File: config.mk
export PLATFORM = sky130hd
export DESIGN_NAME = fetch_stage
export DESIGN_NICKNAME = d
export VERILOG_FILES = /design/src/rtl/cpu_cfg_pkg.sv /design/src/rtl/fetch_stage.sv
export SDC_FILE = /design/constraint.sdc
export NUM_CORES = 1
export LEC_CHECK = 0
export BUFFER_PORTS_ARGS = -buffer_cell sky130_fd_sc_hd__buf_4
export CORE_UTILIZATION = 30
export CTS_CLUSTER_DIAMETER = 50
export DETAILED_ROUTE_END_ITERATION = 10
export GPL_TIMING_DRIVEN = 1
export PLACE_DENSITY = 0.58
export SYNTH_ARGS = -nofsm -noshare
export SYNTH_HDL_FRONTEND = slang
export SYNTH_SLANG_ARGS = --single-unit
File: constraint.sdc
create_clock -name clock -period 2.1 [get_ports clock]
set_clock_uncertainty 0.15 [all_clocks]
set_input_delay 0.42 -clock clock [delete_from_list [all_inputs] [get_ports clock]]
set_output_delay 0.42 -clock clock [all_outputs]
set_load 0.05 [all_outputs]
File: src/prog.hex
// one instruction per line, hex digits from left: rs2 rs1 rd opcode
// li and addi take their immediate from the upper digits, bz its offset from rd
0019 // in   r1
0326 // li   r2, 03
2131 // add  r3, r1, r2
1344 // or   r4, r3, r1
040a // out  r4
2056 // li   r5, 20
3508 // st   [r5], r3
0567 // ld   r6, [r5]
e675 // addi r7, r6, -2
070a // out  r7
4783 // and  r8, r7, r4
080a // out  r8
1192 // sub  r9, r1, r1
093b // bz   r9, +3
010a // out  r1
020a // out  r2
022b // bz   r2, +2
060a // out  r6
000b // bz   r0, 0
0000 // nop
0000 // nop

File: src/rtl/cpu_cfg_pkg.sv
// cpu configuration package with datapath widths, memory sizes and the program image
`default_nettype none

package cpu_cfg_pkg;

    localparam int word_w     = 16;
    localparam int reg_idx_w  = 4;
    localparam int num_regs   = 16;
    localparam int imem_aw    = 8;
    localparam int dmem_aw    = 6;
    localparam int imem_depth = 256;
    localparam int dmem_depth = 64;

    // program image, shared with the reference model in the testbench
    localparam prog_file = "/design/src/prog.hex";

    typedef logic [word_w-1:0]    word_t;
    typedef logic [reg_idx_w-1:0] reg_idx_t;

    // pc counts words
    typedef logic [imem_aw-1:0]   imem_addr_t;
    typedef logic [dmem_aw-1:0]   dmem_addr_t;

endpackage

`default_nettype wire

File: src/rtl/fetch_stage.sv
// fetch stage with the program counter, instruction ROM and fetch/decode register
`default_nettype none

module fetch_stage import cpu_cfg_pkg::*; (
    input  wire             clock,
    input  wire             rst_n,
    input  wire             stall,
    input  wire             redirect,
    input  wire imem_addr_t target,
    output word_t           instr,
    output imem_addr_t      instr_pc,
    output logic            instr_valid
);

    word_t      rom [imem_depth];
    imem_addr_t pc;

    initial begin
        $readmemh(prog_file, rom);
    end

    // a taken branch wins over a load-use stall
    always_ff @(posedge clock or negedge rst_n) begin
        if (!rst_n) begin
            pc          <= '0;
            instr_valid <= 1'b0;
        end else if (redirect) begin
            pc          <= target;
            instr_valid <= 1'b0;
        end else if (!stall) begin
            pc          <= pc + 1'b1;
            instr_valid <= 1'b1;
        end
    end

    // fetched word and its address, held while stalled
    always_ff @(posedge clock) begin
        if (!stall) begin
            instr    <= rom[pc];
            instr_pc <= pc;
        end
    end

endmodule

`default_nettype wire

==> summary.txt <==
Status
  • Status: complete, no violations

Final layout
  • Area of the multi-input gates: between 300 and 400 µm²
  • Most common cell after layout, fill and taps aside: buf_4
  • Area grow syn2layout: 18.5%
  • Fillers: 267
  • ANT cells: 0
  • Share of layout cells above drive strength 1: 26.0%
  • Storage cell area: approximately 470 µm²
  • Commonest cells after routing, fill and taps aside: 20 x buf_4, 16 x conb_1, 9 x dfrtp_1
  • Nets: 110
  • Finished Layout Cells: around 130

Detailed routing
  • Starting DRT DRC Count: 12
  • Final ANT Viol Nets: 0
  • WL/cell: 10.9 µm
  • Drt pass-1 iters: 4
  • Total wire length: 1.37 mm
  • DRC: 0
  • Via density: 4.46
  • Vias: 562

Die
  • DIE WIDTH: 55.1 µm
  • Top-Level Pins: 37
  • Num rows: 18
  • Starting density of the core: between 30 and 40%
  • Die span in y: 55.1 µm
  • Core area: between 2000 and 3000 µm²
  • Die area: 3040 µm²

Synthesis
  • Syn_area_per_cell: 11.6 µm²
  • Synth Cell Area: 847 µm²
  • Post-synthesis mux area share: 1.18%
  • Main combinational cell family by area after synthesis: buffers and inverters
  • Ys Warns: 0
  • XOR/XNOR Fraction of Synth Area: 4.14%
  • Cells after synthesis: 73
  • Register area share after synthesis: 54.9%
  • Synth unique cells: 24
  • Adder-cell share of the synthesized area: ~1.5%
  • Number of synthesized register bits: 17
  • Top cell type's share of synthesized area: 28.4%
  • Simple-gate share of the synthesized area: 14.6%
  • Top cells by area, synth: edfxtp_1 28%, dfrtp_1 27%, buf_4 14%, nand2_1 3.5%, xor2_1 3.1%
  • Compound-Gate Fraction of Synth Area: between 7 and 8%
  • Post-synth top area cell: edfxtp_1

Setup path
  • CP Class: flop to flop
  • CP Launch Type: flop
  • Launch point of the critical path: pc[0]
  • CP required: 2.19 ns
  • Crit path DAT: 1.65 ns
  • CP Max Fanout: 4
  • Crit. End Element: flop
  • Worst r2r src: pc[0]

STA
  • Final setup vio count: 0
  • Final critical-path share of the clock period: 74.5%
  • Unrepaired setup endpoints after global routing: false
  • Tmin final: 1.57 ns
  • Setup TNS: 0 ns
  • Max Freq: ~0.64 GHz
  • Final Hold Fails: 0
  • Fin. max-slew vios: 0

Min path
  • Hold path start: target[6]
  • HP Class: input pin to flop

Clock tree
  • CTS tree: yes
  • Clock Tree Buf Depth: 2
  • Clock transition at path regs: 0.10 ns
  • Total CTS buffers: 3
  • Post-cts repair resize count: 0
  • Clk_lat worst skew: about 0.29 ns
  • # H-tree levels: 1
  • CTS root buf: clkbuf_4
  • Num Clock Sinks: 17

Global routing
  • Total Routing Usage GR: under 10%
  • Pin count of the biggest net entering global routing: 16
  • GRT Residual Overflow: 0
  • Vias in the first global route: ~460
  • First-pass GRT wire length: about 2.0 mm
  • Antenna violations before repair: 0

Power
  • Worst VDD drop: 0.000451 V
  • LEAKAGE: about 0.46 nW
  • Power Density: 792 nW/µm²

Placement
  • Detailed Place HPWL: roughly 1.0 mm
  • GPL Wtd Cong: about 0.8
  • Placed insts: 121
  • IO Port Bufs: 20

Run
  • Maxcap violations: 0
[cell families after synthesis]
family | after synthesis
and+or+nand+nor | 19
muxes | 1
xor gates and xnor gates | 4
AOI/OAI and AO/OA | 10
DFF | 17
adders and majority gates | 1
buffers and inverters | 20
other | 1
[final cells by class]
cell class                 count  share of cell area (%)
inverter                       3                    1.12
sequential                    17                    46.4
timing repair buffer          21                    16.0
tap                           30                    3.74
multi-input combinational     51                    30.2
clock buffer                   4                    2.62
[report_power, final]
| part | total [mW] | switching (mW) | leakage, nW | internal [mW] |
|---|---|---|---|---|
| Sequential | 0.414 | 0.0296 | 0.188 | 0.385 |
| Combinational | 0.205 | 0.151 | 0.262 | 0.0548 |
| Clock | 0.175 | 0.101 | 0.0150 | 0.0739 |
| Total | 0.794 | 0.281 | 0.465 | 0.513 |
[worst paths after layout]
kind	end	slack [ns]	cells past startpoint
max in group asynchronous	pc[1]	1.33	2
worst min register to register	instr_valid	0.35	1
worst max register to register	pc[6]	0.53	4
min in group asynchronous	pc[7]	0.32	2
worst max-delay path	pc[6]	0.53	4
worst min-delay path	pc[6]	0.18	3
[worst max-delay path, stage by stage, from the launching register on]
cell and delay, ns:
dfrtp_1 0.47, ha_1 0.22, nand3b_1 0.11, or4_1 0.47, nand3_1 0.09
[synthesized netlist by cell type]
cell type and instances:
nand4b_4 1, nand4b_1 1, ha_1 1, inv_1 3, buf_4 16, and2b_1 1, conb_1 1, xor2_1 3
nand2_1 8, a31oi_1 1, dfrtp_1 9, xnor2_1 1, clkbuf_1 1, edfxtp_1 8, nand3_1 2, o31ai_1 1
nor2_1 1, nand3_2 1, nand3b_1 1, o21a_1 1, o21ai_0 5, o211ai_1 2, mux2i_1 1, or4_1 3
[sequential cells by signal (all words and copies together) (netlist names)]
| signal | cells |
|---|---|
| pc | 8 |
| instr_valid | 1 |
| instr_pc | 8 |
[layer usage]
metal / global-route usage (%) / vias up / share of wire (%)
met2: 15.5 / 34 / 48
met1: 11.3 / 254 / 42
met4: 7.50 / 0 / 3.0
met3: 1.64 / 5 / 7.3
li1: - / 269 / -
met5: 0 / - / 0
[what timing repair did]
action                                 CTS  global route
setup buffers                            0             0
endpoints found under the hold margin    9             0
hold buffers                             1             0
[through the flow]
step / hold WS [ns] / setup slack [ns] / area, µm² / util [%] / total power [mW]
6_report: 0.175 / 0.535 / 1000 / 39.1 / 0.794
5_1_grt: 0.178 / 0.458 / 1000 / 39.1 / 0.831
4_1_cts: 0.179 / 0.531 / 1000 / 39.1 / 0.798
3_5_place_dp: 0.105 / 0.497 / 967 / 37.7 / 0.627
3_3_place_gp: 0.104 / 0.546 / 967 / 37.7 / 0.623
2_1_floorplan: -0.0256 / 0.654 / 903 / - / 0.593
Power figures use the tool's default switching activity.
