**src/prog.hex**
```
// one instruction per line, hex digits from left: rs2 rs1 rd opcode
// li and addi take their immediate from the upper digits, bz its offset from rd
0019 // in   r1
0326 // li   r2, 03
2131 // add  r3, r1, r2
1344 // or   r4, r3, r1
040a // out  r4
2056 // li   r5, 20
3508 // st   [r5], r3
0567 // ld   r6, [r5]
e675 // addi r7, r6, -2
070a // out  r7
4783 // and  r8, r7, r4
080a // out  r8
1192 // sub  r9, r1, r1
093b // bz   r9, +3
010a // out  r1
020a // out  r2
022b // bz   r2, +2
060a // out  r6
000b // bz   r0, 0
0000 // nop
0000 // nop

```
**src/rtl/cpu_cfg_pkg.sv**
```systemverilog
// cpu configuration package with datapath widths, memory sizes and the program image
`default_nettype none

package cpu_cfg_pkg;

    localparam int word_w     = 16;
    localparam int reg_idx_w  = 4;
    localparam int num_regs   = 16;
    localparam int imem_aw    = 8;
    localparam int dmem_aw    = 6;
    localparam int imem_depth = 256;
    localparam int dmem_depth = 64;

    // program image, shared with the reference model in the testbench
    localparam prog_file = "/design/src/prog.hex";

    typedef logic [word_w-1:0]    word_t;
    typedef logic [reg_idx_w-1:0] reg_idx_t;

    // pc counts words
    typedef logic [imem_aw-1:0]   imem_addr_t;
    typedef logic [dmem_aw-1:0]   dmem_addr_t;

endpackage

`default_nettype wire

```
**src/rtl/isa_pkg.sv**
```systemverilog
// instruction set package with opcodes, field positions and opcode classes
`default_nettype none

package isa_pkg;

    localparam int field_w = 4;

    typedef logic [field_w-1:0] opcode_t;

    localparam opcode_t op_nop  = 4'h0;
    localparam opcode_t op_add  = 4'h1;
    localparam opcode_t op_sub  = 4'h2;
    localparam opcode_t op_and  = 4'h3;
    localparam opcode_t op_or   = 4'h4;
    localparam opcode_t op_addi = 4'h5;
    localparam opcode_t op_li   = 4'h6;
    localparam opcode_t op_ld   = 4'h7;
    localparam opcode_t op_st   = 4'h8;
    localparam opcode_t op_in   = 4'h9;
    localparam opcode_t op_out  = 4'ha;
    localparam opcode_t op_bz   = 4'hb;

    // low bit of each 4-bit field
    localparam int op_lsb  = 0;
    localparam int rd_lsb  = 4;
    localparam int rs1_lsb = 8;
    localparam int rs2_lsb = 12;

    function automatic logic writes_rd(input opcode_t op);
        return op inside {op_add, op_sub, op_and, op_or, op_addi, op_li, op_ld, op_in};
    endfunction

    // value only known once the memory stage has run
    function automatic logic late_result(input opcode_t op);
        return op == op_ld || op == op_in;
    endfunction

endpackage

`default_nettype wire

```
**src/rtl/pipe_if.sv**
```systemverilog
// pipeline bundles between decode/execute and execute/memory
`default_nettype none

interface id_ex_if import cpu_cfg_pkg::*, isa_pkg::*; ();

    logic       valid;
    opcode_t    op;
    reg_idx_t   rd;
    reg_idx_t   rs1;
    reg_idx_t   rs2;
    // register file values, before forwarding
    word_t      a;
    word_t      b;
    word_t      imm;
    imem_addr_t pc;

    modport producer (output valid, op, rd, rs1, rs2, a, b, imm, pc);
    modport consumer (input  valid, op, rd, rs1, rs2, a, b, imm, pc);

endinterface


`default_nettype wire

```
**src/rtl/decode_stage.sv**
```systemverilog
// decode stage with register file, immediates, load-use stall and decode/execute register
`default_nettype none

module decode_stage import cpu_cfg_pkg::*, isa_pkg::*; (
    input  wire             clock,
    input  wire             rst_n,
    input  wire word_t      instr,
    input  wire imem_addr_t instr_pc,
    input  wire             instr_valid,
    input  wire             redirect,
    input  wire             wb_en,
    input  wire reg_idx_t   wb_rd,
    input  wire word_t      wb_data,
    output logic            stall,
    id_ex_if.producer       id_ex
);

    word_t    regs [num_regs];
    opcode_t  op;
    reg_idx_t rd;
    reg_idx_t rs1;
    reg_idx_t rs2;
    word_t    a_val;
    word_t    b_val;
    word_t    imm;

    assign op  = instr[op_lsb +: field_w];
    assign rd  = instr[rd_lsb +: field_w];
    assign rs1 = instr[rs1_lsb +: field_w];
    assign rs2 = instr[rs2_lsb +: field_w];

    // r0 is hardwired to zero, writeback in the same cycle passes straight through
    function automatic word_t read_reg(input reg_idx_t idx);
        if (idx == '0) begin
            return '0;
        end else if (wb_en && wb_rd == idx) begin
            return wb_data;
        end
        return regs[idx];
    endfunction

    always_comb begin
        a_val = read_reg(rs1);
        b_val = read_reg(rs2);
    end

    always_comb begin
        case (op)
            op_addi: imm = {{(word_w-field_w){instr[rs2_lsb+field_w-1]}},
                            instr[rs2_lsb +: field_w]};
            op_li:   imm = {{(word_w-2*field_w){1'b0}}, instr[rs1_lsb +: 2*field_w]};
            // branch offset sits in the rd field
            op_bz:   imm = {{(word_w-field_w){instr[rd_lsb+field_w-1]}},
                            instr[rd_lsb +: field_w]};
            default: imm = '0;
        endcase
    end

    // ld or in right ahead of a reader of its rd
    assign stall = instr_valid && id_ex.valid && late_result(id_ex.op) && id_ex.rd != '0
                   && (id_ex.rd == rs1 || id_ex.rd == rs2);

    always_ff @(posedge clock) begin
        if (wb_en && wb_rd != '0) begin
            regs[wb_rd] <= wb_data;
        end
    end

    // bubble on stall, squash on redirect
    always_ff @(posedge clock or negedge rst_n) begin
        if (!rst_n) begin
            id_ex.valid <= 1'b0;
        end else begin
            id_ex.valid <= instr_valid && !stall && !redirect;
        end
    end

    always_ff @(posedge clock) begin
        id_ex.op  <= instr_valid ? op : op_nop;
        id_ex.rd  <= rd;
        id_ex.rs1 <= rs1;
        id_ex.rs2 <= rs2;
        id_ex.a   <= a_val;
        id_ex.b   <= b_val;
        id_ex.imm <= imm;
        id_ex.pc  <= instr_pc;
    end

endmodule

`default_nettype wire

```
**src/flat_wrapper.sv**
```systemverilog
// flat-port wrapper written by rule: the top's interface ports become plain ports
module decode_stage_flat import cpu_cfg_pkg::*, isa_pkg::*;
  (clock, rst_n, instr, instr_pc, instr_valid, redirect, wb_en, wb_rd, wb_data, stall, id_ex_valid, id_ex_op, id_ex_rd, id_ex_rs1, id_ex_rs2, id_ex_a, id_ex_b, id_ex_imm, id_ex_pc);
  id_ex_if id_ex_i ();
  input  wire clock;
  input  wire rst_n;
  input  wire word_t instr;
  input  wire imem_addr_t instr_pc;
  input  wire instr_valid;
  input  wire redirect;
  input  wire wb_en;
  input  wire reg_idx_t wb_rd;
  input  wire word_t wb_data;
  output logic stall;
  output wire logic [$bits(id_ex_i.valid)-1:0] id_ex_valid;
  output wire logic [$bits(id_ex_i.op)-1:0] id_ex_op;
  output wire logic [$bits(id_ex_i.rd)-1:0] id_ex_rd;
  output wire logic [$bits(id_ex_i.rs1)-1:0] id_ex_rs1;
  output wire logic [$bits(id_ex_i.rs2)-1:0] id_ex_rs2;
  output wire logic [$bits(id_ex_i.a)-1:0] id_ex_a;
  output wire logic [$bits(id_ex_i.b)-1:0] id_ex_b;
  output wire logic [$bits(id_ex_i.imm)-1:0] id_ex_imm;
  output wire logic [$bits(id_ex_i.pc)-1:0] id_ex_pc;
  assign id_ex_valid = id_ex_i.valid;
  assign id_ex_op = id_ex_i.op;
  assign id_ex_rd = id_ex_i.rd;
  assign id_ex_rs1 = id_ex_i.rs1;
  assign id_ex_rs2 = id_ex_i.rs2;
  assign id_ex_a = id_ex_i.a;
  assign id_ex_b = id_ex_i.b;
  assign id_ex_imm = id_ex_i.imm;
  assign id_ex_pc = id_ex_i.pc;
  decode_stage u_core (.clock(clock), .rst_n(rst_n), .instr(instr), .instr_pc(instr_pc), .instr_valid(instr_valid), .redirect(redirect), .wb_en(wb_en), .wb_rd(wb_rd), .wb_data(wb_data), .stall(stall), .id_ex(id_ex_i));
endmodule
```
**config.mk**
```make
export PLATFORM = sky130hd
export DESIGN_NAME = decode_stage_flat
export DESIGN_NICKNAME = d
export VERILOG_FILES = /design/src/rtl/cpu_cfg_pkg.sv /design/src/rtl/isa_pkg.sv /design/src/rtl/pipe_if.sv /design/src/rtl/decode_stage.sv /design/src/flat_wrapper.sv
export SDC_FILE = /design/constraint.sdc
export NUM_CORES = 1
export LEC_CHECK = 0
export CORE_MARGIN = 5
export CORE_UTILIZATION = 31
export CTS_CLUSTER_SIZE = 10
export DETAILED_ROUTE_END_ITERATION = 6
export DONT_BUFFER_PORTS = 1
export PLACE_DENSITY_LB_ADDON = 0.12
export SETUP_SLACK_MARGIN = 0.02
export SLEW_MARGIN = 20
export SYNTH_ARGS = -nofsm -noshare
export SYNTH_HDL_FRONTEND = slang
export SYNTH_SLANG_ARGS = --single-unit
```
**constraint.sdc**
```tcl
create_clock -name clock -period 1.95 [get_ports clock]
set_clock_uncertainty 0.1 [all_clocks]
set_input_delay 0.0975 -clock clock [delete_from_list [all_inputs] [get_ports clock]]
set_output_delay 0.0975 -clock clock [all_outputs]
set_load 0.02 [all_outputs]
```
==> flow_metrics.tcl <==
set metrics [dict create \
    outcome "finished with violations" \
    violations "hold timing, setup timing" \
    reg2reg_depth 5 \
    hold_slack_ns -0.0137 \
    vias 8036 \
    firstDrtPassIters 5 \
    syn_inst 757 \
    synth-xor-area-share_pct 0.943 \
    synth_common_cells "edfxtp_1, mux4_2, dfxtp_1" \
    start_util_pct 31.4 \
    synth_top_family_by_area "multiplexers" \
    cts_buffers 40 \
    hold_depth 4 \
    fmax_mhz 478 \
    clk-insertion-delay-late_ns 0.55 \
    crit_type "register to primary output" \
    rows 77 \
    hold_violations 2 \
    crit_path_max_fanout 3 \
    clkTransAtPathRegs_ns 0.06 \
    seq_power_share_pct 49.5 \
    coreArea_um2 44300 \
    die_w_um 222 \
    r2r_setup_slack_ns 0.11 \
    grt_max_degree 71 \
    die_y_um 222 \
    synth_edf_count 256 \
    die-area_um2 49300 \
    synthAdderAreaFrac_pct 0 \
    grt_pass1_vias 8455 \
    worst_pin_slew_ns 1.06 \
    drt_iter0_markers 794 \
    endpoint_kind "primary output" \
    setup_ws_ns -0.141 \
    finalSetupViolCount 10 \
    fill_cells 4101 \
    arrival_ns 1.89 \
    via_per_inst 5.43 \
    synth_warnings 0 \
    yosysTopAreaCell "edfxtp_1" \
    drtAntennaViolNets 0 \
    place_ws_ns 0.127 \
    track_usage_pct 17.3 \
    avgRoutedWirePerCell_um 29.5 \
    period_minus_slack_ns 2.09 \
    pin_count 123 \
    maxCapViolCount 0 \
    cp_data_required_time_ns 1.75 \
    power.density_nw_per_um2 959 \
    drv_slew 0 \
    utilization_pct 37.9 \
    layout-drive-gt1-share_pct 28.2 \
    nNetsFinal 904 \
    min_path_type "primary input to register" \
    synth-simple-area-share_pct 3.49 \
    p_sw_mw 3.74 \
    drc 0 \
    cts_root_buf "clkbuf_16" \
    globalplace.congestion 0.766 \
    hold_end "u_core.id_ex.b[2]" \
    pwr-share-clk_pct 42.7 \
    cts_tree "built" \
    cp_cell_sequence "xnor2_1 > nand4_1 > a2111oi_4 > buf_4" \
    area_growth_pct 20.6 \
    synth_most_common_cell "edfxtp_1" \
    async_flop_share_pct 0.311 \
    grt_first_pass_wirelength_um 62000 \
    ys_types 42 \
    hpwl_um 21900 \
    synthMuxAreaShare_pct 21.8 \
    synth_compound_area_share_pct 6.06 \
    critPathBufInv 1 \
    port_buffers 0 \
    r2r-start "u_core.regs[8][11]" \
    period_share_pct 107 \
    peakVddDrop_mv 0.536 \
    htree_levels 2 \
    synth_area_per_cell_um2 18.4 \
    start_kind "register" \
    synth-seq-cells 322 \
    clk_path_buf_depth 3 \
    yosys_most_used_dff "edfxtp_1" \
    reg2reg_to "u_core.id_ex.a[11]" \
    clock_sinks 322 \
    swShare_pct 23.2 \
    synthesis.area_um2 13900 \
    cpLargestDelayFamily "compound AO/OA/AOI/OAI gates" \
    p_int_mw 12.4 \
    ys_seq_area_share_pct 64.7 \
    routed_wl_um 43600 \
    p_leak_nw 5.61 \
    p_comb_share_pct 7.8 \
    yosys-top-cells-area "edfxtp_1, mux4_2, dfxtp_1, a22o_1, a22oi_1" \
    slowest_delay_ns 0.47 \
    maxSlewHeadroom_pct 29.3 \
    rsz0062_at_grt "true" \
    grt_overflow_total 0 \
    cpMaxStageDelayCell "a2111oi_4" \
    min_from "instr[12]" \
    synth_top_area_share_pct 55.2 \
    antenna_found_initial 0 \
    insertedDiodeCount 0 \
]
==> sequential cells by signal, summed over array words and instances, names as in the netlist <==
signal and flops:
u_core.id_ex.rs2 4, u_core.id_ex.a 16, u_core.id_ex.imm 9, u_core.regs 256
u_core.id_ex.valid 1, u_core.id_ex.pc 8, u_core.id_ex.rd 4, u_core.id_ex.op 4
u_core.id_ex.rs1 4, u_core.id_ex.b 16
==> per-layer routing <==
metal | vias to the layer above | global-route usage, % | routed length, um
met2 | 286 | 30.2 | 22400
met1 | 4336 | 21.7 | 17600
met5 | - | 0 | 0
li1 | 3337 | - | -
met3 | 77 | 3.46 | 2330
met4 | 0 | 5.43 | 1300
==> power groups by stage <==
stage	clock [mW]	sequential [mW]	combinational [mW]
floorplan	0	8.05	0.844
global placement	0	8.11	0.903
detailed placement	0	8.11	0.901
CTS	7.12	7.97	1.22
global route	7.39	7.99	1.34
finish	6.89	7.97	1.25
==> worst max path at each step <==
stage                       startpoint  depth (start not counted)           endpoint
detailed placement            instr[9]                          7  u_core.id_ex.a[4]
CTS                 u_core.id_ex.rd[1]                          4              stall
finish              u_core.id_ex.rd[3]                          4              stall
floorplan                     wb_rd[3]                          2  u_core.regs[4][0]
global placement     u_core.regs[9][6]                          5  u_core.id_ex.a[6]
global route        u_core.id_ex.rd[1]                          4              stall
==> metrics by stage <==
stage	setup TNS (ns)	std cells	total power [mW]	cell area, um2
after CTS	-1.55	1474	16.3	16700
after global routing	-1.39	1479	16.7	16800
after detailed placement	0	1331	9.02	14700
final	-0.601	1479	16.1	16800
after global placement	0	1331	9.01	14700
after floorplan	-0.0388	772	8.89	14000
==> timing repair <==
item	in CTS	in global routing
setup endpoints to repair	1	25
pin swaps	3	2
setup buffers	1	1
gates resized for setup	10	4
hold endpoints to repair	390	13
hold buffers	68	5
==> worst register-to-register path: stages, from the launching register on <==
cell and delay, ns:
edfxtp_1 0.40, mux4_2 0.46, nor2b_1 0.14, a211oi_1 0.30, a21oi_1 0.09, a22o_1 0.22
==> logic make-up after synthesis <==
family | count (synthesis)
other | 1
DFF | 322
buffers and inverters | 72
and+or+nand+nor | 94
AOI/OAI and AO/OA | 109
muxes | 144
xor gates and xnor gates | 15
==> area by class of cell <==
cell class | count | area [um2] | share of cell area, %
Clock buffer | 68 | 1170 | 6.95
Clock inverter | 6 | 33.8 | 0.201
Inverter | 7 | 26.3 | 0.156
Multi-Input combinational cell | 378 | 4670 | 27.8
Sequential cell | 322 | 9020 | 53.7
Tap cell | 592 | 741 | 4.41
Timing Repair Buffer | 106 | 1140 | 6.78
==> cells in the final DEF, fill, tap and decap left out, types with 16 or more instances in the layout <==
cell             n
a21oi_1         18
a22o_1          31
a22oi_1         32
buf_4           27
clkbuf_1        23
clkbuf_16       41
conb_1          16
dfxtp_1         59
dlygate4sd3_1   66
edfxtp_1       256
mux2i_1         17
mux4_2         127
nand2_1         29
nor2b_1         16
Note: power is estimated with default switching activity, not from simulation.
