<file path="src/prog.hex">
// one instruction per line, hex digits from left: rs2 rs1 rd opcode
// li and addi take their immediate from the upper digits, bz its offset from rd
0019 // in   r1
0326 // li   r2, 03
2131 // add  r3, r1, r2
1344 // or   r4, r3, r1
040a // out  r4
2056 // li   r5, 20
3508 // st   [r5], r3
0567 // ld   r6, [r5]
e675 // addi r7, r6, -2
070a // out  r7
4783 // and  r8, r7, r4
080a // out  r8
1192 // sub  r9, r1, r1
093b // bz   r9, +3
010a // out  r1
020a // out  r2
022b // bz   r2, +2
060a // out  r6
000b // bz   r0, 0
0000 // nop
0000 // nop

</file>
<file path="src/rtl/cpu_cfg_pkg.sv">
// cpu configuration package with datapath widths, memory sizes and the program image
`default_nettype none

package cpu_cfg_pkg;

    localparam int word_w     = 16;
    localparam int reg_idx_w  = 4;
    localparam int num_regs   = 16;
    localparam int imem_aw    = 8;
    localparam int dmem_aw    = 6;
    localparam int imem_depth = 256;
    localparam int dmem_depth = 64;

    // program image, shared with the reference model in the testbench
    localparam prog_file = "/design/src/prog.hex";

    typedef logic [word_w-1:0]    word_t;
    typedef logic [reg_idx_w-1:0] reg_idx_t;

    // pc counts words
    typedef logic [imem_aw-1:0]   imem_addr_t;
    typedef logic [dmem_aw-1:0]   dmem_addr_t;

endpackage

`default_nettype wire

</file>
<file path="src/rtl/isa_pkg.sv">
// instruction set package with opcodes, field positions and opcode classes
`default_nettype none

package isa_pkg;

    localparam int field_w = 4;

    typedef logic [field_w-1:0] opcode_t;

    localparam opcode_t op_nop  = 4'h0;
    localparam opcode_t op_add  = 4'h1;
    localparam opcode_t op_sub  = 4'h2;
    localparam opcode_t op_and  = 4'h3;
    localparam opcode_t op_or   = 4'h4;
    localparam opcode_t op_addi = 4'h5;
    localparam opcode_t op_li   = 4'h6;
    localparam opcode_t op_ld   = 4'h7;
    localparam opcode_t op_st   = 4'h8;
    localparam opcode_t op_in   = 4'h9;
    localparam opcode_t op_out  = 4'ha;
    localparam opcode_t op_bz   = 4'hb;

    // low bit of each 4-bit field
    localparam int op_lsb  = 0;
    localparam int rd_lsb  = 4;
    localparam int rs1_lsb = 8;
    localparam int rs2_lsb = 12;

    function automatic logic writes_rd(input opcode_t op);
        return op inside {op_add, op_sub, op_and, op_or, op_addi, op_li, op_ld, op_in};
    endfunction

    // value only known once the memory stage has run
    function automatic logic late_result(input opcode_t op);
        return op == op_ld || op == op_in;
    endfunction

endpackage

`default_nettype wire

</file>
<file path="src/rtl/pipe_if.sv">
// pipeline bundles between decode/execute and execute/memory
`default_nettype none

interface id_ex_if import cpu_cfg_pkg::*, isa_pkg::*; ();

    logic       valid;
    opcode_t    op;
    reg_idx_t   rd;
    reg_idx_t   rs1;
    reg_idx_t   rs2;
    // register file values, before forwarding
    word_t      a;
    word_t      b;
    word_t      imm;
    imem_addr_t pc;

    modport producer (output valid, op, rd, rs1, rs2, a, b, imm, pc);
    modport consumer (input  valid, op, rd, rs1, rs2, a, b, imm, pc);

endinterface

interface ex_mem_if import cpu_cfg_pkg::*, isa_pkg::*; ();

    logic     valid;
    opcode_t  op;
    reg_idx_t rd;
    // alu value, memory address or output word
    word_t    result;
    word_t    store_data;

    modport producer (output valid, op, rd, result, store_data);
    modport consumer (input  valid, op, rd, result, store_data);

endinterface

`default_nettype wire

</file>
<file path="src/rtl/execute_stage.sv">
// execute stage with operand forwarding, ALU, branch resolution and execute/memory register
`default_nettype none

module execute_stage import cpu_cfg_pkg::*, isa_pkg::*; (
    input  wire           clock,
    input  wire           rst_n,
    id_ex_if.consumer     id_ex,
    input  wire           wb_en,
    input  wire reg_idx_t wb_rd,
    input  wire word_t    wb_data,
    ex_mem_if.producer    ex_mem,
    output logic          redirect,
    output imem_addr_t    target
);

    logic  em_fwd_ok;
    logic  wb_fwd_ok;
    word_t a_fwd;
    word_t b_fwd;
    word_t result;

    // ld and in have no value yet in execute/memory
    assign em_fwd_ok = ex_mem.valid && writes_rd(ex_mem.op) && !late_result(ex_mem.op)
                       && ex_mem.rd != '0;
    assign wb_fwd_ok = wb_en && wb_rd != '0;

    // the younger producer wins
    function automatic word_t forward(input reg_idx_t idx, input word_t stored);
        if (em_fwd_ok && ex_mem.rd == idx) begin
            return ex_mem.result;
        end else if (wb_fwd_ok && wb_rd == idx) begin
            return wb_data;
        end
        return stored;
    endfunction

    always_comb begin
        a_fwd = forward(id_ex.rs1, id_ex.a);
        b_fwd = forward(id_ex.rs2, id_ex.b);
    end

    always_comb begin
        case (id_ex.op)
            op_add:  result = a_fwd + b_fwd;
            op_sub:  result = a_fwd - b_fwd;
            op_and:  result = a_fwd & b_fwd;
            op_or:   result = a_fwd | b_fwd;
            op_addi: result = a_fwd + id_ex.imm;
            op_li:   result = id_ex.imm;
            // address for ld/st, output word for out
            op_ld, op_st, op_out: result = a_fwd;
            default: result = '0;
        endcase
    end

    assign redirect = id_ex.valid && id_ex.op == op_bz && a_fwd == '0;
    assign target   = id_ex.pc + id_ex.imm[imem_aw-1:0];

    always_ff @(posedge clock or negedge rst_n) begin
        if (!rst_n) begin
            ex_mem.valid <= 1'b0;
        end else begin
            ex_mem.valid <= id_ex.valid && !redirect;
        end
    end

    always_ff @(posedge clock) begin
        ex_mem.op         <= id_ex.op;
        ex_mem.rd         <= id_ex.rd;
        ex_mem.result     <= result;
        ex_mem.store_data <= b_fwd;
    end

endmodule

`default_nettype wire

</file>
<file path="src/flat_wrapper.sv">
// flat-port wrapper written by rule: the top's interface ports become plain ports
module execute_stage_flat import cpu_cfg_pkg::*, isa_pkg::*;
  (clock, rst_n, wb_en, wb_rd, wb_data, redirect, target, id_ex_valid, id_ex_op, id_ex_rd, id_ex_rs1, id_ex_rs2, id_ex_a, id_ex_b, id_ex_imm, id_ex_pc, ex_mem_valid, ex_mem_op, ex_mem_rd, ex_mem_result, ex_mem_store_data);
  id_ex_if id_ex_i ();
  ex_mem_if ex_mem_i ();
  input  wire clock;
  input  wire rst_n;
  input  wire wb_en;
  input  wire reg_idx_t wb_rd;
  input  wire word_t wb_data;
  output logic redirect;
  output imem_addr_t target;
  input wire logic [$bits(id_ex_i.valid)-1:0] id_ex_valid;
  input wire logic [$bits(id_ex_i.op)-1:0] id_ex_op;
  input wire logic [$bits(id_ex_i.rd)-1:0] id_ex_rd;
  input wire logic [$bits(id_ex_i.rs1)-1:0] id_ex_rs1;
  input wire logic [$bits(id_ex_i.rs2)-1:0] id_ex_rs2;
  input wire logic [$bits(id_ex_i.a)-1:0] id_ex_a;
  input wire logic [$bits(id_ex_i.b)-1:0] id_ex_b;
  input wire logic [$bits(id_ex_i.imm)-1:0] id_ex_imm;
  input wire logic [$bits(id_ex_i.pc)-1:0] id_ex_pc;
  output wire logic [$bits(ex_mem_i.valid)-1:0] ex_mem_valid;
  output wire logic [$bits(ex_mem_i.op)-1:0] ex_mem_op;
  output wire logic [$bits(ex_mem_i.rd)-1:0] ex_mem_rd;
  output wire logic [$bits(ex_mem_i.result)-1:0] ex_mem_result;
  output wire logic [$bits(ex_mem_i.store_data)-1:0] ex_mem_store_data;
  assign id_ex_i.valid = id_ex_valid;
  assign id_ex_i.op = id_ex_op;
  assign id_ex_i.rd = id_ex_rd;
  assign id_ex_i.rs1 = id_ex_rs1;
  assign id_ex_i.rs2 = id_ex_rs2;
  assign id_ex_i.a = id_ex_a;
  assign id_ex_i.b = id_ex_b;
  assign id_ex_i.imm = id_ex_imm;
  assign id_ex_i.pc = id_ex_pc;
  assign ex_mem_valid = ex_mem_i.valid;
  assign ex_mem_op = ex_mem_i.op;
  assign ex_mem_rd = ex_mem_i.rd;
  assign ex_mem_result = ex_mem_i.result;
  assign ex_mem_store_data = ex_mem_i.store_data;
  execute_stage u_core (.clock(clock), .rst_n(rst_n), .id_ex(id_ex_i), .wb_en(wb_en), .wb_rd(wb_rd), .wb_data(wb_data), .ex_mem(ex_mem_i), .redirect(redirect), .target(target));
endmodule
</file>
<file path="config.mk">
export PLATFORM = sky130hd
export DESIGN_NAME = execute_stage_flat
export DESIGN_NICKNAME = d
export VERILOG_FILES = /design/src/rtl/cpu_cfg_pkg.sv /design/src/rtl/isa_pkg.sv /design/src/rtl/pipe_if.sv /design/src/rtl/execute_stage.sv /design/src/flat_wrapper.sv
export SDC_FILE = /design/constraint.sdc
export NUM_CORES = 1
export LEC_CHECK = 0
export ABC_AREA = 1
export ABC_CLOCK_PERIOD_IN_PS = 8900
export BUFFER_PORTS_ARGS = -buffer_cell sky130_fd_sc_hd__buf_4
export CAP_MARGIN = 10
export CORE_MARGIN = 5
export CORE_UTILIZATION = 56
export CTS_CLUSTER_SIZE = 8
export DETAILED_ROUTE_END_ITERATION = 6
export GPL_TIMING_DRIVEN = 0
export PLACE_DENSITY = 0.88
export REMOVE_ABC_BUFFERS = 1
export SKIP_CTS_REPAIR_TIMING = 1
export SLEW_MARGIN = 15
export SYNTH_ARGS = -nofsm -noshare
export SYNTH_HDL_FRONTEND = slang
export SYNTH_SLANG_ARGS = --single-unit
</file>
<file path="constraint.sdc">
create_clock -name clock -period 8.9 [get_ports clock]
set_input_delay 1.335 -clock clock [delete_from_list [all_inputs] [get_ports clock]]
set_output_delay 1.335 -clock clock [all_outputs]
set_load 0.01 [all_outputs]
</file>
==> results.toml, run 1 <==
[die]
core_area_mm2 = 0.00729
die_y_um = 96.9
die_w_um = 96.9
rows = 31
initial_core_util_pct = 58.0
die_area_mm2 = 0.00940
ios = 146

[clocking]
clock_sinks = 41
htree_num_levels = 2
clk_pin_slew_ps = 80
cts_tree = "yes"
clockBufferDepth = 2
numCtsBuffers = 5
clkLatencyLatePin_ps = 290
clockRootBuffer = "clkbuf_8"

[place]
dp_worst_setup_slack_ps = 3070
io_buffers = 145
place.gp.congestion = 1.04
dp_hpwl_um = 12500

[drt]
wl_per_cell_um = 17.0
drc = 0
via_per_inst = 5.84
vias = 5310
drt_wl_total_um = 15500
antenna_left = 0
drtPass1Iterations = 5
drt_iter0_drc = 537

[timing]
rsz0062_at_grt = "false"
max_freq_mhz = 178
hold_slack_ps = 726
clock_skew_ps = 7.44
slew_violations = 0
finalCritPeriodShare_pct = 63.1
relSlewSlack_pct = 24.7
min_period_ps = 5620
worst_pin_slew_ps = 1130
hold_viol_final = 0
fin_ws_ps = 3280
setup_violations = 0
finalSetupTns_ps = 0

[worst_setup_path]
startpoint_type = "input pin"
r2r_setup_slack_ps = 4000
r2r-start = "u_core.ex_mem.rd[1]$_DFF_P_"
timing.rr.end = "u_core.ex_mem.result[15]$_DFF_P_"
crit_start = "id_ex_op[1]"
endpoint_kind = "flip-flop"
required_ps = 9040
endpoint = "u_core.ex_mem.result[10]$_DFF_P_"
cp_max_fo = 20
critical_path_class = "input pin to flip-flop"
reg2reg_depth = 27
worstPathArrival_ps = 5750

[run_status]
run_status = "completed"

[yosys]
synth_top_area_share_pct = 18.9
netlist_instances = 676
ys_seq_elements = 41
synthArstFlopShare_pct = 2.44
synthTopCellsByArea = "dfxtp_1 (19%), nand2_1 (13%), inv_1 (9.8%)"
avgSynthCellArea_um2 = 6.26
synth_flop_cell = "dfxtp_1"
synth_warnings = 0
synth-seq-area-share_pct = 19.5
synth.cell_area_mm2 = 0.00423
synthDistinctLibCells = 47
synth_top_area_cell = "dfxtp_1"
synth_edf_count = 0

[min_path]
hold_path.startpoint = "u_core.ex_mem.result[14]$_DFF_P_"
min_path_type = "flip-flop to flip-flop"

[layout]
antenna_cells = 0
nFillCells = 600
fin_nets = 932
multi_input_area_mm2 = 0.00288
area_growth_pct = 28.9
mostFrequentLayoutCells = "nand2_1 (145), buf_4 (145), inv_1 (110), nor2_1 (53), nand3_1 (47)"
regArea_um2 = 826
layout-drive-gt1-share_pct = 25.2

[pwr]
p_leak_uw = 0.00279
power_density_mw_per_mm2 = 124
irDropWorstVdd_uv = 85.5

[grt]
grt_max_degree = 21
grt_pass1_wl_um = 24900
grt.overflow.total = 0
grt_pass1_vias = 5073
grt_usage_pct = 31.6
antenna_found_initial = 0

[job]
drv_cap = 0
critical path, cell delays in order:
cell and delay, ps:
buf_4 130, nor2_1 140, inv_1 60, nor2_1 810, nor2_1 240, inv_1 570, o221ai_1 330, fa_1 520
nand3_1 100, nand3_1 80, nand2_1 80, nand2_1 50, a21oi_1 230, nor2_1 90, nor2_1 90, o21bai_1 100
a21oi_1 140, o21bai_1 110, or2_2 280, nand3_1 80, o2111ai_1 170
worst min path at each step:
| stage | end | slack, ps | cells past startpoint |
|---|---|---|---|
| 2_1_floorplan | u_core.ex_mem.result[5]$_DFF_P_ | 680 | 4 |
| 3_3_place_gp | u_core.ex_mem.store_data[4]$_DFF_P_ | 660 | 4 |
| 3_5_place_dp | u_core.ex_mem.store_data[4]$_DFF_P_ | 710 | 4 |
| 4_1_cts | u_core.ex_mem.store_data[9]$_DFF_P_ | 720 | 4 |
| 5_1_grt | u_core.ex_mem.store_data[9]$_DFF_P_ | 780 | 4 |
| 6_report | u_core.ex_mem.store_data[14]$_DFF_P_ | 730 | 4 |
report_power, final:
part / switching (uW) / internal [uW] / leakage (uW)
Sequential: 13.4 / 203 / 0.000348
Combinational: 182 / 130 / 0.00239
Clock: 65.3 / 81.6 / 0.0000540
cell type report:
cell class / count / area share [%]
multi-input cells: 503 / 52.8
inverters: 115 / 7.91
clock inverters: 2 / 0.642
flip-flops and latches: 41 / 15.1
repair buffers: 145 / 19.9
well taps: 99 / 2.27
clock buffers: 5 / 1.26
registers in the layout, summed over array words and instances (netlist names):
signal	count
u_core.ex_mem.rd	4
u_core.ex_mem.valid	1
u_core.ex_mem.result	16
u_core.ex_mem.op	4
u_core.ex_mem.store_data	16
per-stage QoR:
step | utilization (%) | instances | area (um^2) | total power (uW)
finish | 74.8 | 910 | 5460 | 676
global route | 74.8 | 910 | 5460 | 717
CTS | 74.8 | 910 | 5460 | 670
detailed placement | 73.4 | 903 | 5350 | 525
global placement | 73.4 | 903 | 5350 | 516
floorplan | - | 659 | 4140 | 396
metal layers:
layer / track usage [%] / wire length (um) / vias to the layer above
met5: 0 / 0 / -
met4: 12.0 / 456 / 0
met3: 8.92 / 1840 / 41
met2: 51.1 / 7060 / 353
met1: 39.9 / 6140 / 2406
li1: - / - / 2510
cells in the mapped netlist, types with 8 or more instances:
cell	number
nor2_2	8
a21oi_1	33
inv_1	110
nor3_1	8
nand3_1	47
nand4_1	19
xor2_1	15
nand2_1	145
dfxtp_1	40
nand2_2	18
clkbuf_1	9
nor2_1	53
o221ai_1	9
o21ai_0	43
ha_1	23
logic make-up (layout without fill, tap and decap cells):
logic type	count (synthesis)	in the layout	synth area share [%]
AND/OR/NAND/NOR	325	325	37.0
AO/OA/AOI/OAI	134	134	19.4
buffers and inverters	132	267	12.4
flip-flops	41	41	19.5
adder cells (fa/ha/maj)	25	25	7.74
XOR/XNOR	19	19	3.93
Power figures use the tool's default switching activity.
==> run 2: changes to the inputs <==
--- a/config.mk
+++ b/config.mk
@@ -6,15 +6,15 @@
 export NUM_CORES = 1
 export LEC_CHECK = 0
 export ABC_AREA = 1
-export ABC_CLOCK_PERIOD_IN_PS = 8900
+export ABC_CLOCK_PERIOD_IN_PS = 5500
 export BUFFER_PORTS_ARGS = -buffer_cell sky130_fd_sc_hd__buf_4
 export CAP_MARGIN = 10
 export CORE_MARGIN = 5
-export CORE_UTILIZATION = 56
+export CORE_UTILIZATION = 52
 export CTS_CLUSTER_SIZE = 8
 export DETAILED_ROUTE_END_ITERATION = 6
 export GPL_TIMING_DRIVEN = 0
-export PLACE_DENSITY = 0.88
+export PLACE_DENSITY = 0.82
 export REMOVE_ABC_BUFFERS = 1
 export SKIP_CTS_REPAIR_TIMING = 1
 export SLEW_MARGIN = 15
==> constraint.sdc (replaced) <==
create_clock -name clock -period 5.5 [get_ports clock]
set_input_delay 0.825 -clock clock [delete_from_list [all_inputs] [get_ports clock]]
set_output_delay 0.825 -clock clock [all_outputs]
set_load 0.01 [all_outputs]
==> run 2 against run 1 <==
  * Core utilization fell by 7.3 points
  * Combinational power up 62%
  * Die area rose by 6.9%
  * Final cell count increased by 0.77%
  * Clock skew decreased by 3.0 ps
  * Power increased by 59%
  * Critical path type unchanged
  * Critical endpoint unchanged
  * Largest power group unchanged
==> results.toml, run 2 (synthesis gave the netlist of run 1 again) <==
[run_status]
run_status = "completed"

[worst_setup_path]
required_ps = 5610
reg2reg_depth = 25
max_stage_delay_ps = 520
critical_path_class = "input pin to flip-flop"
worstPathArrival_ps = 5160
startpoint_type = "input pin"
crit_start = "id_ex_rs2[2]"
r2r-start = "u_core.ex_mem.rd[0]$_DFF_P_"
endpoint = "u_core.ex_mem.result[10]$_DFF_P_"
timing.rr.end = "u_core.ex_mem.result[10]$_DFF_P_"
cp_max_fo = 20
path_common_cell = "nand2_1"
endpoint_kind = "flip-flop"
cp_slowest_cell = "fa_1"
r2r_setup_slack_ps = 590

[layout]
fin_nets = 932
layout-drive-gt1-share_pct = 25.5
mostFrequentLayoutCells = "nand2_1 (145), buf_4 (145), inv_1 (110), nor2_1 (51), nand3_1 (47)"
reg.largest.list = "u_core.ex_mem.result: 16 flops, u_core.ex_mem.store_data: 16 flops"
antenna_cells = 0
area_growth_pct = 29.1
fin_cells = 917

[die]
rows = 33
die_w_um = 100
ios = 146
die_y_um = 100
initial_core_util_pct = 52.3
die_area_mm2 = 0.0100
core_area_mm2 = 0.00809

[drt]
drtPass1Iterations = 5
antenna_left = 0
drt_wl_total_um = 15100
drt_iter0_drc = 459
via_per_inst = 5.63
wl_per_cell_um = 16.5
drc = 0
vias = 5159

[clocking]
cts_tree = "yes"
clkLatencyLatePin_ps = 290
clockRootBuffer = "clkbuf_8"
clk_pin_slew_ps = 80
clockBufferDepth = 2
clock_sinks = 41
htree_num_levels = 2
numCtsBuffers = 5

[grt]
grt_usage_pct = 29.1
grt_util_met1_pct = 38.2
grt_util_met3_pct = 5.56
grt_max_degree = 21
antenna_found_initial = 0
grt_pass1_vias = 4892
grt_pass1_wl_um = 23800
grt.overflow.total = 0
busiest_layer = "met2"
use_met2_pct = 49.6

[pwr]
p_leak_uw = 0.00279
internal-power_uw = 653
clkPwrFrac_pct = 20.6
p_comb_share_pct = 46.9
swShare_pct = 39.2
switchingPower_uw = 422
power_density_mw_per_mm2 = 197
sequentialPowerShare_pct = 32.5
irDropWorstVdd_uv = 96.0

[timing]
finalCritPeriodShare_pct = 91.8
hold_viol_final = 0
min_period_ps = 5050
clock_skew_ps = 4.44
finalSetupTns_ps = 0
worst_pin_slew_ps = 1120
setup_violations = 0
relSlewSlack_pct = 25.2
max_freq_mhz = 198
rsz0062_at_grt = "false"
slew_violations = 0

[place]
dpl.cell_count = 909
place.gp.congestion = 0.943
io_buffers = 145
dp_hpwl_um = 12100

[job]
drv_cap = 0

[min_path]
min_path_type = "input pin to asynchronous set/reset pin"
-- run 2: how the worst min path moves through the flow --
| stage | start | endpoint | slack, ps | cells after the start |
|---|---|---|---|---|
| floorplan | rst_n | u_core.ex_mem.valid$_DFF_PN0_ | 530 | 0 |
| global placement | rst_n | u_core.ex_mem.valid$_DFF_PN0_ | 600 | 1 |
| detailed placement | rst_n | u_core.ex_mem.valid$_DFF_PN0_ | 600 | 1 |
| CTS | rst_n | u_core.ex_mem.valid$_DFF_PN0_ | 290 | 1 |
| global route | rst_n | u_core.ex_mem.valid$_DFF_PN0_ | 280 | 1 |
| finish | rst_n | u_core.ex_mem.valid$_DFF_PN0_ | 290 | 1 |
-- run 2: layer usage --
layer,routed length (um),up-vias
li1,-,2507
met1,6210,2304
met2,7030,325
met3,1680,23
met4,189,0
met5,0,-
-- run 2: critical path, delay by kind of cell --
family | cells | cell delay [ps]
adders and majority gates | 2 | 820
and+or+nand+nor | 16 | 2360
AOI/OAI and AO/OA | 6 | 1010
buffers and inverters | 2 | 130
-- run 2: cell type report --
type | instances | area (um^2)
clock buffers | 7 | 96.3
flip-flops and latches | 41 | 826
repair buffers | 145 | 1090
well taps | 105 | 131
clock inverters | 1 | 5.00
inverters | 115 | 432
fillers | 727 | 2630
multi-input cells | 503 | 2890
-- run 2: power by group through the flow --
stage	clock [uW]	sequential, uW	combinational [uW]
after floorplan	0	366	274
final	221	349	504
after CTS	222	348	496
after global placement	0	354	482
after detailed placement	0	355	494
after global routing	237	352	554
-- run 2: metrics by stage --
step | hold slack (ps) | cell area (um^2) | setup WS (ps) | power, uW | util, %
after floorplan | 529 | 4140 | 1200 | 640 | -
after global placement | 600 | 5360 | 170 | 836 | 66.2
after detailed placement | 602 | 5360 | 69.0 | 849 | 66.2
after CTS | 287 | 5460 | 376 | 1070 | 67.5
after global routing | 278 | 5470 | 23.2 | 1140 | 67.5
final | 287 | 5470 | 450 | 1070 | 67.5
==> run 3: changes to the inputs <==
--- a/config.mk
+++ b/config.mk
@@ -5,12 +5,12 @@
 export SDC_FILE = /design/constraint.sdc
 export NUM_CORES = 1
 export LEC_CHECK = 0
-export ABC_AREA = 1
+export ABC_AREA = 0
 export ABC_CLOCK_PERIOD_IN_PS = 5500
 export BUFFER_PORTS_ARGS = -buffer_cell sky130_fd_sc_hd__buf_4
 export CAP_MARGIN = 10
 export CORE_MARGIN = 5
-export CORE_UTILIZATION = 52
+export CORE_UTILIZATION = 51
 export CTS_CLUSTER_SIZE = 8
 export DETAILED_ROUTE_END_ITERATION = 6
 export GPL_TIMING_DRIVEN = 0
==> run 3 against run 2 <==
  * Combinational power grew 3%
  * Sequential cell count is the same
  * Clock skew rose by 1.2 ps
  * Via count shrank 6.8%
  * Critical endpoint is now u_core.ex_mem.result[15]$_DFF_P_
  * First-iteration DRC count is 8.5% lower
  * Highest routed layer unchanged
  * Final area down 2.3%
  * Synthesized cell count shrank 24%
  * Register-to-register slack worse by 340 ps
  * Synthesized area decreased by 6.2%
  * Clock power fell by 7%
  * Critical path type unchanged
==> results.toml, run 3 <==
[run_status]
run_status = "completed"

[place]
dp_worst_setup_slack_ps = -1200
dp_hpwl_um = 11300
io_buffers = 145
place.gp.congestion = 0.933
dpl.cell_count = 740

[pwr]
p_leak_uw = 0.00251
clkPwrFrac_pct = 19.0
p_comb_share_pct = 48.3
power_density_mw_per_mm2 = 202
internal-power_uw = 662
swShare_pct = 38.6
power_uw = 1080
sequentialPowerShare_pct = 32.7
irDropWorstVdd_uv = 103
switchingPower_uw = 417

[clocking]
clockBufferDepth = 2
htree_num_levels = 2
clock_sinks = 41
clkLatencyLatePin_ps = 300
numCtsBuffers = 5
clockRootBuffer = "clkbuf_8"
clk_pin_slew_ps = 80
cts_tree = "yes"

[timing]
clock_skew_ps = 5.62
hold_viol_final = 0
fin_ws_ps = 203
hold_slack_ps = 282
worst_pin_slew_ps = 1070
max_freq_mhz = 189
relSlewSlack_pct = 28.6
finalCritPeriodShare_pct = 96.3
setup_violations = 0
min_period_ps = 5300
slew_violations = 0

[yosys]
synth_top_area_cell = "dfxtp_1"
synthArstFlopShare_pct = 2.44
synthXorXnorAreaFrac_pct = 9.70
synth-seq-area-share_pct = 20.8
synth_flop_cell = "dfxtp_1"
synthAdderAreaFrac_pct = 8.25
synth_warnings = 0
netlist_instances = 514
yosys-top-cells-count = "a21oi_1 (47), dfxtp_1 (40), nor2_1 (35)"
avgSynthCellArea_um2 = 7.73
synth.cell_area_mm2 = 0.00397
synth_top_family_by_area = "compound AO/OA/AOI/OAI gates"
yosys.area_share.simple_pct = 22.1
synthTopCellsByArea = "dfxtp_1 (20%), ha_1 (7.2%), a21oi_1 (5.9%)"
ys_seq_elements = 41
synth_top_area_share_pct = 20.2
synth-compound-area-share_pct = 30.1
synth_most_common_cell = "a21oi_1"
synthDistinctLibCells = 61
synth_mux_area_share_pct = 4.03
synth_edf_count = 0

[layout]
layout-drive-gt1-share_pct = 30.4
final_common_cell = "buf_4"
utilization_pct = 69.8
fin_nets = 774
mostFrequentLayoutCells = "buf_4 (152), a21oi_1 (45), dfxtp_1 (40), nor2_1 (32), nand2_1 (32)"
area_growth_pct = 34.5
antenna_cells = 0
fin_cells = 756
reg.largest.list = "u_core.ex_mem.result: 16 flops, u_core.ex_mem.store_data: 16 flops"

[grt]
grt_pass1_vias = 4632
grt_max_degree = 31
grt.overflow.total = 0
grt_pass1_wl_um = 23200
grt_usage_pct = 29.4
antenna_found_initial = 0

[worst_setup_path]
cp_max_fo = 11
max_stage_delay_ps = 590
crit_start = "wb_rd[2]"
endpoint_kind = "flip-flop"
r2r_setup_slack_ps = 250
startpoint_type = "input pin"
r2r-start = "u_core.ex_mem.rd[1]$_DFF_P_"
worstPathCellList = "buf_4 -> o41a_1 -> and3_4 -> nand3_1 -> a21oi_1 -> a21oi_2 -> ha_1 -> inv_1 -> or4_4 -> or3_1 -> nand3_1 -> nand2_1 -> ha_1 -> or3_1 -> a211oi_2 -> o31a_1 -> nor3_1 -> a41o_1 -> o41a_1 -> and3_1 -> o31ai_2"
critical_path_class = "input pin to flip-flop"
worstPathArrival_ps = 5510
cp_slowest_cell = "or4_4"
required_ps = 5720

[drt]
via_per_inst = 6.36
wl_per_cell_um = 20.0
drt_wl_total_um = 15100
drtPass1Iterations = 5
drc = 0
drt_iter0_drc = 420
vias = 4810
wl_met1_um = 5820
highest_layer = "met4"
dr_wl_met3_um = 1650
wl_met2_um = 7310
antenna_left = 0

[die]
core_area_mm2 = 0.00765
rows = 32
die_area_mm2 = 0.00965
initial_core_util_pct = 51.9
die_y_um = 98.2
die_w_um = 98.2
ios = 146

[min_path]
min_path_type = "input pin to asynchronous set/reset pin"

[job]
drv_cap = 0
-- run 3: cell count changes after synthesis, moves of 22 or more --
cell | previous run | this run
inv_1 | 110 | 22
nand2_1 | 145 | 34
nand3_1 | 47 | 23
xnor2_1 | 4 | 26
-- run 3: routing by layer --
layer,global-route usage (%),vias up
met1,35.8,2239
met2,51.1,312
met5,0,-
li1,-,2220
met4,8.82,0
met3,7.14,39
-- run 3: area by class of cell --
type / count / area [um^2]
Inverter: 22 / 82.6
Clock inverter: 2 / 10.0
Multi-Input combinational cell: 427 / 3040
Timing Repair Buffer: 156 / 1190
Clock buffer: 6 / 72.6
Sequential cell: 41 / 826
Tap cell: 102 / 128
Fill cell: 655 / 2310
-- run 3: critical path: cells and delay by family --
kind	cells	cell delay, ps
AND/OR/NAND/NOR	9	2110
AO/OA/AOI/OAI	8	1960
adder cells (fa/ha/maj)	2	420
buffers and inverters	2	190
-- run 3: power groups by stage --
stage / sequential, uW / clock (uW) / combinational, uW
2_1_floorplan: 370 / 0 / 277
3_3_place_gp: 358 / 0 / 482
3_5_place_dp: 358 / 0 / 496
4_1_cts: 352 / 208 / 500
5_1_grt: 356 / 223 / 563
6_report: 353 / 205 / 521
-- run 3: path summary, 6_finish.rpt --
path	to	cells after the start
max in group asynchronous	u_core.ex_mem.valid$_DFF_PN0_	1
hold / removal	u_core.ex_mem.valid$_DFF_PN0_	1
hold reg to reg	u_core.ex_mem.result[6]$_DFF_P_	4
min in group clock	u_core.ex_mem.rd[3]$_DFF_P_	1
setup reg to reg	u_core.ex_mem.result[15]$_DFF_P_	17
setup / recovery	u_core.ex_mem.result[15]$_DFF_P_	21
-- run 3: through the flow --
stage               instance area (um^2)  TNS [ps]
finish                              5340         0
global route                        5340     -10.9
CTS                                 5220     -3810
detailed placement                  5140     -6350
global placement                    5070     -6010
floorplan                           3860         0
-- run 3: kinds of logic (layout without fill, tap and decap cells) --
logic type / count (synthesis) / after routing
buffers and inverters: 47 / 186
AND/OR/NAND/NOR: 169 / 170
AO/OA/AOI/OAI: 172 / 172
adder cells (fa/ha/maj): 25 / 25
multiplexers: 16 / 16
flip-flops: 41 / 41
XOR/XNOR: 44 / 44
